**src/hdl/alu_cfg.svh**
```systemverilog
`ifndef ALU_CFG_SVH
`define ALU_CFG_SVH

// Operand and result width
`define ALU_WORD_WIDTH 16

// Shift amount width, log2 of the word width
`define ALU_SHAMT_WIDTH 4

// Bits per first level lookahead group
`define ALU_LA_GROUP 4

`endif

```
**src/hdl/alu_pkg.sv**
```systemverilog
`default_nettype none
`include "alu_cfg.svh"

package alu_pkg;

	// Which compute block answers the request
	typedef enum logic [1:0] {
		UNIT_ADD,
		UNIT_CMP,
		UNIT_SHIFT
	} unit_t;

	// Fill source for the vacated bits
	typedef enum logic [1:0] {
		SHIFT_LOGIC,
		SHIFT_ARITH,
		SHIFT_DOUBLE, // Bits come from the fill operand
		SHIFT_CYCLIC
	} shift_type_t;

	typedef struct packed {
		logic signed_mode; // Signed compare
		logic subtract;    // Invert b before the add
		logic carry_in;
	} arith_ctl_t;

	typedef struct packed {
		logic left;
		shift_type_t shift_type;
	} shift_ctl_t;

	// One control word, two readings
	typedef union packed {
		arith_ctl_t arith;
		shift_ctl_t shift;
	} op_ctl_u;

	typedef logic [`ALU_WORD_WIDTH-1:0] word_t;

	typedef struct packed {
		unit_t unit;
		op_ctl_u ctl;
		word_t a;
		word_t b; // Also the fill word for double precision shifts
		logic [`ALU_SHAMT_WIDTH-1:0] shamt;
	} alu_req_t;

	typedef struct packed {
		word_t result;
		logic carry;
		logic overflow; // Signed overflow of the add
		logic above;
		logic below;
		logic zero;     // Result word is all zeros
	} alu_resp_t;

endpackage

`default_nettype wire

```
**src/hdl/cla_adder.sv**
```systemverilog
`timescale 1ns/1ns
`default_nettype none
`include "alu_cfg.svh"

module cla_adder import alu_pkg::*; (
	input wire word_t a,
	input wire word_t b,
	input wire carry_in,
	output word_t sum,
	output logic carry_out,
	output logic overflow
);
	localparam int WIDTH = `ALU_WORD_WIDTH;
	localparam int GROUP = `ALU_LA_GROUP;
	localparam int NUM_GROUPS = WIDTH / GROUP;

	// Carries into positions 0..n of an n-bit slice
	// Each carry is a flat sum of products, no rippling
	function automatic logic [WIDTH:0] lookahead(
		input word_t p,
		input word_t g,
		input logic cin,
		input int n
	);
		logic [WIDTH:0] c;
		logic term;
		c = '0;
		c[0] = cin;
		for (int j = 0; j < n; j++) begin
			c[j + 1] = cin; // Carry in propagated through all bits below
			for (int k = 0; k <= j; k++) begin
				c[j + 1] &= p[k];
			end
			for (int k = 0; k <= j; k++) begin
				term = g[k]; // Generated at k, propagated up to j
				for (int m = k + 1; m <= j; m++) begin
					term &= p[m];
				end
				c[j + 1] |= term;
			end
		end
		return c;
	endfunction

	word_t prop;  // Bit propagate, also the half sum
	word_t gen;   // Bit generate
	word_t carry; // Carry into each bit
	logic [NUM_GROUPS-1:0] grp_prop;
	logic [NUM_GROUPS-1:0] grp_gen;
	logic [WIDTH:0] grp_carry; // Carries into groups, top one is carry out

	assign prop = a ^ b;
	assign gen = a & b;

	for (genvar gi = 0; gi < NUM_GROUPS; gi++) begin : group
		word_t p_slice;
		word_t g_slice;
		logic [WIDTH:0] free_carry;  // Group carries with zero carry in
		logic [WIDTH:0] local_carry;
		assign p_slice = word_t'(prop[gi*GROUP +: GROUP]);
		assign g_slice = word_t'(gen[gi*GROUP +: GROUP]);
		assign free_carry = lookahead(p_slice, g_slice, 1'b0, GROUP);
		assign grp_prop[gi] = &prop[gi*GROUP +: GROUP];
		assign grp_gen[gi] = free_carry[GROUP]; // Group generates on its own
		assign local_carry = lookahead(p_slice, g_slice, grp_carry[gi], GROUP);
		assign carry[gi*GROUP +: GROUP] = local_carry[GROUP-1:0];
	end

	// Second level over the groups
	assign grp_carry = lookahead(word_t'(grp_prop), word_t'(grp_gen), carry_in, NUM_GROUPS);

	assign sum = prop ^ carry;
	assign carry_out = grp_carry[NUM_GROUPS];
	assign overflow = carry_out ^ carry[WIDTH-1]; // Into MSB differs from out of MSB

endmodule

`default_nettype wire

```
**src/hdl/magnitude_comparator.sv**
```systemverilog
`timescale 1ns/1ns
`default_nettype none
`include "alu_cfg.svh"

module magnitude_comparator import alu_pkg::*; (
	input wire word_t a,
	input wire word_t b,
	output logic above, // a > b
	output logic below  // a < b
);
	localparam int LEVELS = $clog2(`ALU_WORD_WIDTH);
	localparam int LEAVES = 2 ** LEVELS; // Word padded up to a power of two

	// Row 0 holds the per-bit terms, row LEVELS the root
	logic [LEVELS:0][LEAVES-1:0] above_tree;
	logic [LEVELS:0][LEAVES-1:0] below_tree;

	// Padding bits compare equal
	assign above_tree[0] = LEAVES'(a & ~b);
	assign below_tree[0] = LEAVES'(~a & b);

	for (genvar lvl = 0; lvl < LEVELS; lvl++) begin : level
		localparam int NODES = LEAVES >> (lvl + 1);

		for (genvar n = 0; n < NODES; n++) begin : node
			logic hi_above;
			logic hi_below;
			logic lo_above;
			logic lo_below;

			assign hi_above = above_tree[lvl][2*n + 1];
			assign hi_below = below_tree[lvl][2*n + 1];
			assign lo_above = above_tree[lvl][2*n];
			assign lo_below = below_tree[lvl][2*n];

			// Upper half decides unless it is equal
			assign above_tree[lvl + 1][n] = hi_above | (~hi_below & lo_above);
			assign below_tree[lvl + 1][n] = hi_below | (~hi_above & lo_below);
		end

		// Row narrows by half each level
		assign above_tree[lvl + 1][LEAVES-1:NODES] = '0;
		assign below_tree[lvl + 1][LEAVES-1:NODES] = '0;
	end

	// Equal when neither is set
	assign above = above_tree[LEVELS][0];
	assign below = below_tree[LEVELS][0];

endmodule

`default_nettype wire

```
**src/hdl/polyshifter.sv**
```systemverilog
`timescale 1ns/1ns
`default_nettype none
`include "alu_cfg.svh"

module polyshifter import alu_pkg::*; (
	input wire word_t data,
	input wire word_t fill,                    // Incoming bits for double precision
	input wire [`ALU_SHAMT_WIDTH-1:0] shamt,
	input wire shift_ctl_t ctl,
	output word_t shifted
);
	localparam int WIDTH = `ALU_WORD_WIDTH;

	// Bits that enter from the left on a right shift, LSB enters first
	logic [WIDTH-2:0] right_arg;
	// Bits that enter from the right on a left shift, MSB enters first
	logic [WIDTH-2:0] left_arg;

	// Every shifted version of the word, indexed by amount
	logic [WIDTH-1:0][WIDTH-1:0] right_cand;
	logic [WIDTH-1:0][WIDTH-1:0] left_cand;

	// Mode multiplexer
	always_comb begin
		right_arg = '0;
		left_arg = '0;
		case (ctl.shift_type)
			SHIFT_ARITH: begin
				// Sign extends on the right, left shift same as logic
				right_arg = {(WIDTH - 1){data[WIDTH-1]}};
			end
			SHIFT_DOUBLE: begin
				right_arg = fill[WIDTH-2:0]; // Low bits of fill
				left_arg = fill[WIDTH-1:1];  // High bits of fill
			end
			SHIFT_CYCLIC: begin
				right_arg = data[WIDTH-2:0]; // Bits falling off the bottom
				left_arg = data[WIDTH-1:1];  // Bits falling off the top
			end
			default: begin
				// Logic shift keeps the zeros
			end
		endcase
	end

	// Amount zero passes straight through
	assign right_cand[0] = data;
	assign left_cand[0] = data;

	for (genvar i = 1; i < WIDTH; i++) begin : amount
		assign right_cand[i] = {right_arg[i-1:0], data[WIDTH-1:i]};
		assign left_cand[i] = {data[WIDTH-1-i:0], left_arg[WIDTH-2:WIDTH-1-i]};
	end

	// Amount multiplexer
	assign shifted = ctl.left ? left_cand[shamt] : right_cand[shamt];

endmodule

`default_nettype wire

```
**src/hdl/issue_stage.sv**
```systemverilog
`timescale 1ns/1ns
`default_nettype none
`include "alu_cfg.svh"

module issue_stage import alu_pkg::*; (
	input wire clk,
	input wire reset,
	input wire in_valid,
	input wire alu_req_t req,
	output logic issued_valid,
	output alu_req_t issued,
	output word_t add_b, // b or its inverse
	output word_t cmp_a, // Compare operands, offset for signed mode
	output word_t cmp_b
);
	arith_ctl_t arith;  // Adder and comparator reading of the control word
	logic flip_sign;
	word_t sign_mask;

	assign arith = req.ctl.arith;

	// Flipping both MSBs maps signed order onto unsigned order
	assign flip_sign = arith.signed_mode && (req.unit == UNIT_CMP);
	assign sign_mask = {flip_sign, {(`ALU_WORD_WIDTH - 1){1'b0}}};

	always_ff @(posedge clk or posedge reset) begin
		if (reset) begin
			issued_valid <= 1'b0;
		end else begin
			issued_valid <= in_valid;
		end
	end

	// Operands only move on a valid request
	always_ff @(posedge clk) begin
		if (in_valid) begin
			issued <= req;
			add_b <= arith.subtract ? ~req.b : req.b; // Carry in completes the negation
			cmp_a <= req.a ^ sign_mask;
			cmp_b <= req.b ^ sign_mask;
		end
	end

endmodule

`default_nettype wire

```
**src/hdl/result_stage.sv**
```systemverilog
`timescale 1ns/1ns
`default_nettype none

module result_stage import alu_pkg::*; (
	input wire clk,
	input wire reset,
	input wire issued_valid,
	input wire unit_t unit,
	input wire word_t sum,
	input wire carry_out,
	input wire overflow,
	input wire above,
	input wire below,
	input wire word_t shifted,
	output logic out_valid,
	output alu_resp_t resp
);
	alu_resp_t next_resp;

	// Pick the answering block, unused flags stay low
	always_comb begin
		next_resp = '0;
		case (unit)
			UNIT_ADD: begin
				next_resp.result = sum;
				next_resp.carry = carry_out;
				next_resp.overflow = overflow;
			end
			UNIT_CMP: begin
				next_resp.above = above; // Result word stays zero
				next_resp.below = below;
			end
			UNIT_SHIFT: begin
				next_resp.result = shifted;
			end
			default: begin
			end
		endcase
		next_resp.zero = ~|next_resp.result;
	end

	always_ff @(posedge clk or posedge reset) begin
		if (reset) begin
			out_valid <= 1'b0;
			resp <= '0;
		end else begin
			out_valid <= issued_valid;
			if (issued_valid) begin
				resp <= next_resp; // Holds the last response between requests
			end
		end
	end

endmodule

`default_nettype wire

```
**src/hdl/alu_top.sv**
```systemverilog
`timescale 1ns/1ns
`default_nettype none

module alu_top import alu_pkg::*; (
	input wire clk,
	input wire reset,
	input wire in_valid,
	input wire alu_req_t req,
	output logic out_valid,
	output alu_resp_t resp
);
	// Issue register outputs
	logic issued_valid;
	alu_req_t issued;
	word_t add_b;
	word_t cmp_a;
	word_t cmp_b;

	// Peer block outputs
	word_t sum;
	logic carry_out;
	logic overflow;
	logic above;
	logic below;
	word_t shifted;

	issue_stage issue0 (
		.clk(clk),
		.reset(reset),
		.in_valid(in_valid),
		.req(req),
		.issued_valid(issued_valid),
		.issued(issued),
		.add_b(add_b),
		.cmp_a(cmp_a),
		.cmp_b(cmp_b)
	);

	cla_adder adder0 (
		.a(issued.a),
		.b(add_b),
		.carry_in(issued.ctl.arith.carry_in),
		.sum(sum),
		.carry_out(carry_out),
		.overflow(overflow)
	);

	magnitude_comparator comparator0 (
		.a(cmp_a),
		.b(cmp_b),
		.above(above),
		.below(below)
	);

	// b doubles as the fill word
	polyshifter shifter0 (
		.data(issued.a),
		.fill(issued.b),
		.shamt(issued.shamt),
		.ctl(issued.ctl.shift),
		.shifted(shifted)
	);

	result_stage result0 (
		.clk(clk),
		.reset(reset),
		.issued_valid(issued_valid),
		.unit(issued.unit),
		.sum(sum),
		.carry_out(carry_out),
		.overflow(overflow),
		.above(above),
		.below(below),
		.shifted(shifted),
		.out_valid(out_valid),
		.resp(resp)
	);

endmodule

`default_nettype wire

```
**config.mk**
```make
export PLATFORM = sky130hd
export DESIGN_NAME = alu_top
export DESIGN_NICKNAME = d
export VERILOG_FILES = /design/src/hdl/alu_pkg.sv /design/src/hdl/cla_adder.sv /design/src/hdl/magnitude_comparator.sv /design/src/hdl/polyshifter.sv /design/src/hdl/issue_stage.sv /design/src/hdl/result_stage.sv /design/src/hdl/alu_top.sv
export VERILOG_INCLUDE_DIRS = /design/src /design/src/hdl
export SDC_FILE = /design/constraint.sdc
export NUM_CORES = 1
export LEC_CHECK = 0
export BUFFER_PORTS_ARGS = -buffer_cell sky130_fd_sc_hd__buf_4
export CORE_UTILIZATION = 45
export DETAILED_ROUTE_END_ITERATION = 6
export PLACE_DENSITY_LB_ADDON = 0.12
export SYNTH_ARGS = -nofsm -noshare
export SYNTH_HDL_FRONTEND = slang
export SYNTH_SLANG_ARGS = --single-unit
```
**constraint.sdc**
```tcl
create_clock -name clk -period 4.9 [get_ports clk]
set_input_delay 0.245 -clock clk [delete_from_list [all_inputs] [get_ports clk]]
set_output_delay 0.245 -clock clk [all_outputs]
set_load 0.01 [all_outputs]
```
# After elaboration in Yosys (flattened, before gate mapping)

Cells that the tools add are included.

Bits in registers: 112
Output and inout port bits: 22
Logic and storage cells: 235

$lt $le $gt $ge: 1
Eq/ne operators: 6
Mux-type cells: 11
Bitwise logic cells: 193
Reductions and logical operators: 8

Operators with widths:

| operator                                                                      | count |
|---|---|
| 16-bit binary-select mux with 4-bit select                                    | 2 |
| 1-bit AND                                                                     | 76 |
| 1-bit OR                                                                      | 76 |
| 16-bit two-way mux                                                            | 4 |
| 16-bit XOR                                                                    | 4 |
| 16-bit AND                                                                    | 3 |
| 16-bit NOT                                                                    | 3 |
| 15-bit one-hot mux with 3 select lines                                        | 1 |
| 16-bit one-hot mux with 2 select lines                                        | 1 |
| 1-bit NOT                                                                     | 30 |
| 15-bit one-hot mux with 2 select lines                                        | 1 |
| 4-bit AND reduction                                                           | 4 |
| 16-bit OR reduction                                                           | 1 |
| 2-bit by 1-bit equality test with 1-bit output (second input constant)        | 3 |
| 2-bit equality test (second input constant)                                   | 3 |
| 4-bit by 5-bit less-than comparator with 1-bit output (second input constant) | 1 |
| 2-bit two-way mux                                                             | 2 |
| 2-bit zero test                                                               | 1 |
| 1-bit logical AND                                                             | 1 |
| 1-bit zero test                                                               | 1 |
| 1-bit XOR                                                                     | 1 |

# Depth between registers and ports, before layout

Depth after elaboration: 22
Depth in mapped cells: 17
Mapped depth without buffers: 14

# By module

From an unflattened synthesis, not the netlist that was laid out.

Cell total of the unflattened synthesis: 822
Area total of the unflattened synthesis: 7787.5 um2

By module, submodules not included:

| module               | instances | cells each | area an instance (um2) |
|---|---|---|---|
| polyshifter          | 1         | 456        | 3310.7 |
| issue_stage          | 1         | 112        | 2222.1 |
| result_stage         | 1         | 109        | 1101.1 |
| cla_adder            | 1         | 90         | 767.0 |
| magnitude_comparator | 1         | 55         | 386.6 |

# Worst setup path before layout

OpenSTA, ideal clock, no wires.

Kind: register to register
Start: register, netlist name issue0.issued[36]
End: register, netlist name result0.resp[0]
Setup time: 0.104 ns
Arrival time: 3.994 ns
Required time: 4.796 ns
Setup slack: 0.802 ns
Cell stages (with the launch flop): 16
Buffers on the path: 4
Clock period less this slack: 4.098 ns
Path through: edfxtp_1 > buf_6 > buf_6 > buf_6 > buf_2 > a21oi_1 > o22ai_1 > nor4_1 > o41ai_1 > fa_1 > nand2_1 > nand3_1 > a221o_1 > or4_1 > or4_1 > o41ai_2

Word-level cells in the longest chain between the ends: 16
Elaborated cells on any way between the ends: 59
Classes of those cells: 3 x eq/ne; 8 x mux; 46 x bitwise; 2 x reduce/logical

Ends and longest elaborated chain:

| item                                       | line               | source |
|---|---|---|
| 1-bit AND (3 in series)                    | cla_adder.sv:32    | `c[j + 1] &= p[k];` |
| 1-bit OR (3 in series)                     | cla_adder.sv:39    | `c[j + 1] \|= term;` |
| 1-bit AND (3 in series)                    | n/a                |  |
| 1-bit OR (3 in series)                     | cla_adder.sv:39    |  |
| 16-bit XOR                                 | cla_adder.sv:72    | `assign sum = prop ^ carry;` |
| 16-bit one-hot mux with 2 select lines (*) | result_stage.sv:23 | `case (unit)` |
| 16-bit OR reduction (*)                    | result_stage.sv:39 | `next_resp.zero = ~\|next_resp.result;` |
| 1-bit zero test (*)                        | result_stage.sv:39 |  |

Every way passes the cells marked *; elsewhere a longest branch is shown, timed or not. The select of a mux whose other input is x is not followed.
A chain may end at the register's enable or synchronous reset.

==> results.json <==
{
  "clk_latency_ns": 0.35,
  "drt_iter0_drc": 775,
  "cp_data_arrival_time_ns": 4.54,
  "setup_viol_count_final": 0,
  "initial_utilization_pct": 46.26,
  "grt_overflow_total": 0,
  "syn_area_sq_um": 7059,
  "cts_resized": 0,
  "drc": 0,
  "fmax_ghz": 0.2329,
  "track_usage_pct": 33.17,
  "cts_root_buffer": "clkbuf_16",
  "hold_class": "primary input to async pin",
  "synth.distinct_cells": 78,
  "hold_viol_final": 0,
  "die_area_sq_um": 16190,
  "worst_pin_slew_ns": 0.8420,
  "clock_skew_ns": 0.009639,
  "synth_nets": 730,
  "yosysWarnings": 0,
  "period_share_pct": 87.62,
  "layout_common_cells": "97 x buf_4, 59 x edfxtp_1, 39 x mux4_2, 36 x mux2i_1, 35 x a21oi_1",
  "drv_slew": 0,
  "wl_um": 25800,
  "cts_tree": "built",
  "core-area_sq_um": 15260,
  "antenna_found_initial": 0,
  "die_width_um": 127.3,
  "grt_pass1_wl_um": 38780,
  "synth_edf_count": 59,
  "crit_path_start_kind": "flop",
  "synth_area_per_cell_sq_um": 10.66,
  "reg2reg_depth": 13,
  "async_flop_share_pct": 28.05,
  "io_buffers": 65,
  "dpl.hpwl_um": 19720,
  "final_common_cell": "buf_4",
  "fp-row-count": 45,
  "synth_ff_type": "edfxtp_1",
  "wire_per_inst_um": 27.77,
  "cts_buffers": 9,
  "rsz0062_at_grt": "false",
  "leakagePower_nw": 3.182,
  "num_io_pins": 66,
  "cap_violations": 0,
  "drt_first_pass_iters": 7,
  "path_max_fanout": 15,
  "ctsHtreeMaxLevel": 3,
  "num_vias": 6265,
  "fin_crit_ns": 4.293,
  "grt_max_degree": 61,
  "path_class": "flop to flop",
  "clk_pin_slew_ns": 0.07,
  "area_delta_synth_final_pct": 14.69,
  "die_y_um": 127.3,
  "postLayoutCoreUtil_pct": 53.06,
  "grt_pass1_vias": 6099,
  "finalWeightedCongestion": 0.9685,
  "cts.path.max_buffers": 2,
  "netlist_instances": 662,
  "via_per_inst": 6.744,
  "numClockSinks": 82,
  "peakVddDrop_v": 0.0002670,
  "synth_seq_cells": 82,
  "end_kind": "flop",
  "drive_above_1_share_pct": 27.02,
  "layout.nets": 781,
  "seq_area_frac_synth_pct": 33.25,
  "cts_hold_buf": 0,
  "power_density_nw_per_um2": 321.0,
  "slew_headroom_pct": 43.87,
  "worstPathRequired_ns": 5.15,
  "cts_setup_buffers": 0,
  "drtAntennaViolNets": 0,
  "outcome": "completed",
  "antenna_cells": 0,
  "setup-tns-final_ns": 0
}
-- per-layer routing --
layer | vias to the layer above | part of all wire, % | GRT usage, %
met5 | - | 0 | 0
met4 | 0 | 4.4 | 14.99
met3 | 59 | 9.0 | 6.826
met2 | 380 | 46 | 51.49
met1 | 3119 | 41 | 44.82
li1 | 2707 | - | -
-- flip-flops by register name, summed over array words and instances, names as in the netlist --
register             flops
issue0.add_b            16
issue0.issued_valid      1
result0.out_valid        1
result0.resp            21
issue0.issued           11
issue0.cmp_b            16
issue0.cmp_a            16
-- synth_stat cells, types with 5 or more instances --
cell	number	share of area [%]
nor2b_1	13	1.2
o21ai_0	28	2.0
inv_1	19	1.0
ha_1	20	3.5
buf_6	5	0.80
dfrtp_1	23	8.2
nand2_1	34	1.8
a21o_1	6	0.64
o22a_1	7	0.87
o21a_1	6	0.64
maj3_1	8	1.1
o211ai_1	6	0.64
nor4_1	5	0.44
nor3_1	10	0.71
a211oi_1	9	0.96
mux2i_1	36	5.1
nand3_1	11	0.78
a211o_1	8	0.99
xnor2_1	7	0.87
clkbuf_1	38	2.0
edfxtp_1	59	25
a21oi_1	35	2.5
mux4_2	39	12
o22ai_1	23	2.0
nand2b_1	16	1.4
mux2_2	29	4.6
o31ai_1	10	1.1
xor2_1	22	2.7
buf_2	11	0.78
nor2_1	24	1.3
a31oi_1	11	0.97
-- logic make-up after synthesis --
logic type	share of synthesized area [%]
flops	33.25
compound gates	18.52
fa+ha+maj	5.814
mux	23.09
xor+xnor	3.598
simple gates	10.79
buf+inv	4.927
-- final timing paths --
| kind | startpoint | to | slack (ns) |
|---|---|---|---|
| min in group clk | req[31] | issue0.cmp_a[11] | 0.06 |
| max reg2reg | issue0.cmp_a[2] | result0.resp[0] | 0.61 |
| max in group asynchronous | reset | result0.resp[13] | 4.32 |
| min reg2reg | result0.resp[18] | result0.resp[18] | 0.49 |
| max | issue0.cmp_a[2] | result0.resp[0] | 0.61 |
| min | reset | result0.resp[5] | 0.06 |
-- report_power, final --
group / internal [mW] / switching, mW
clock network: 0.405 / 0.315
registers: 0.833 / 0.114
logic: 0.415 / 0.517
-- worst max-delay path, cell delays in order (launching register included) --
cell      delay, ns
edfxtp_1       0.59
ha_1           0.45
nand3_1        0.10
o22ai_1        0.20
nor4_1         0.08
o41ai_1        0.37
buf_4          0.21
fa_1           0.41
nand2_1        0.08
nand3_1        0.11
a221o_1        0.30
or4_1          0.53
or4_1          0.54
o41ai_2        0.21
-- layout make-up --
type                    instances  area (sq um)
flip-flops and latches         82          2347
multi-input cells             502          4370
clock inverters                 7         82.58
well taps                     211         264.0
clock buffers                   9         225.2
inverters                      21         78.83
fillers                      1370          7162
repair buffers                 97         728.2
-- per-stage QoR --
stage	hold slack (ns)	worst slack, ns	power, mW	area [sq um]	std cells
finish	0.06337	0.6065	2.599	8097	929
detailed placement	0.4243	0.6783	1.869	7789	913
global route	0.05644	0.3868	2.699	8097	929
global placement	0.4228	0.7612	1.868	7789	913
CTS	0.05787	0.6448	2.588	8097	929
floorplan	0.2469	0.8020	1.504	7059	662
Power figures use the tool's default switching activity.
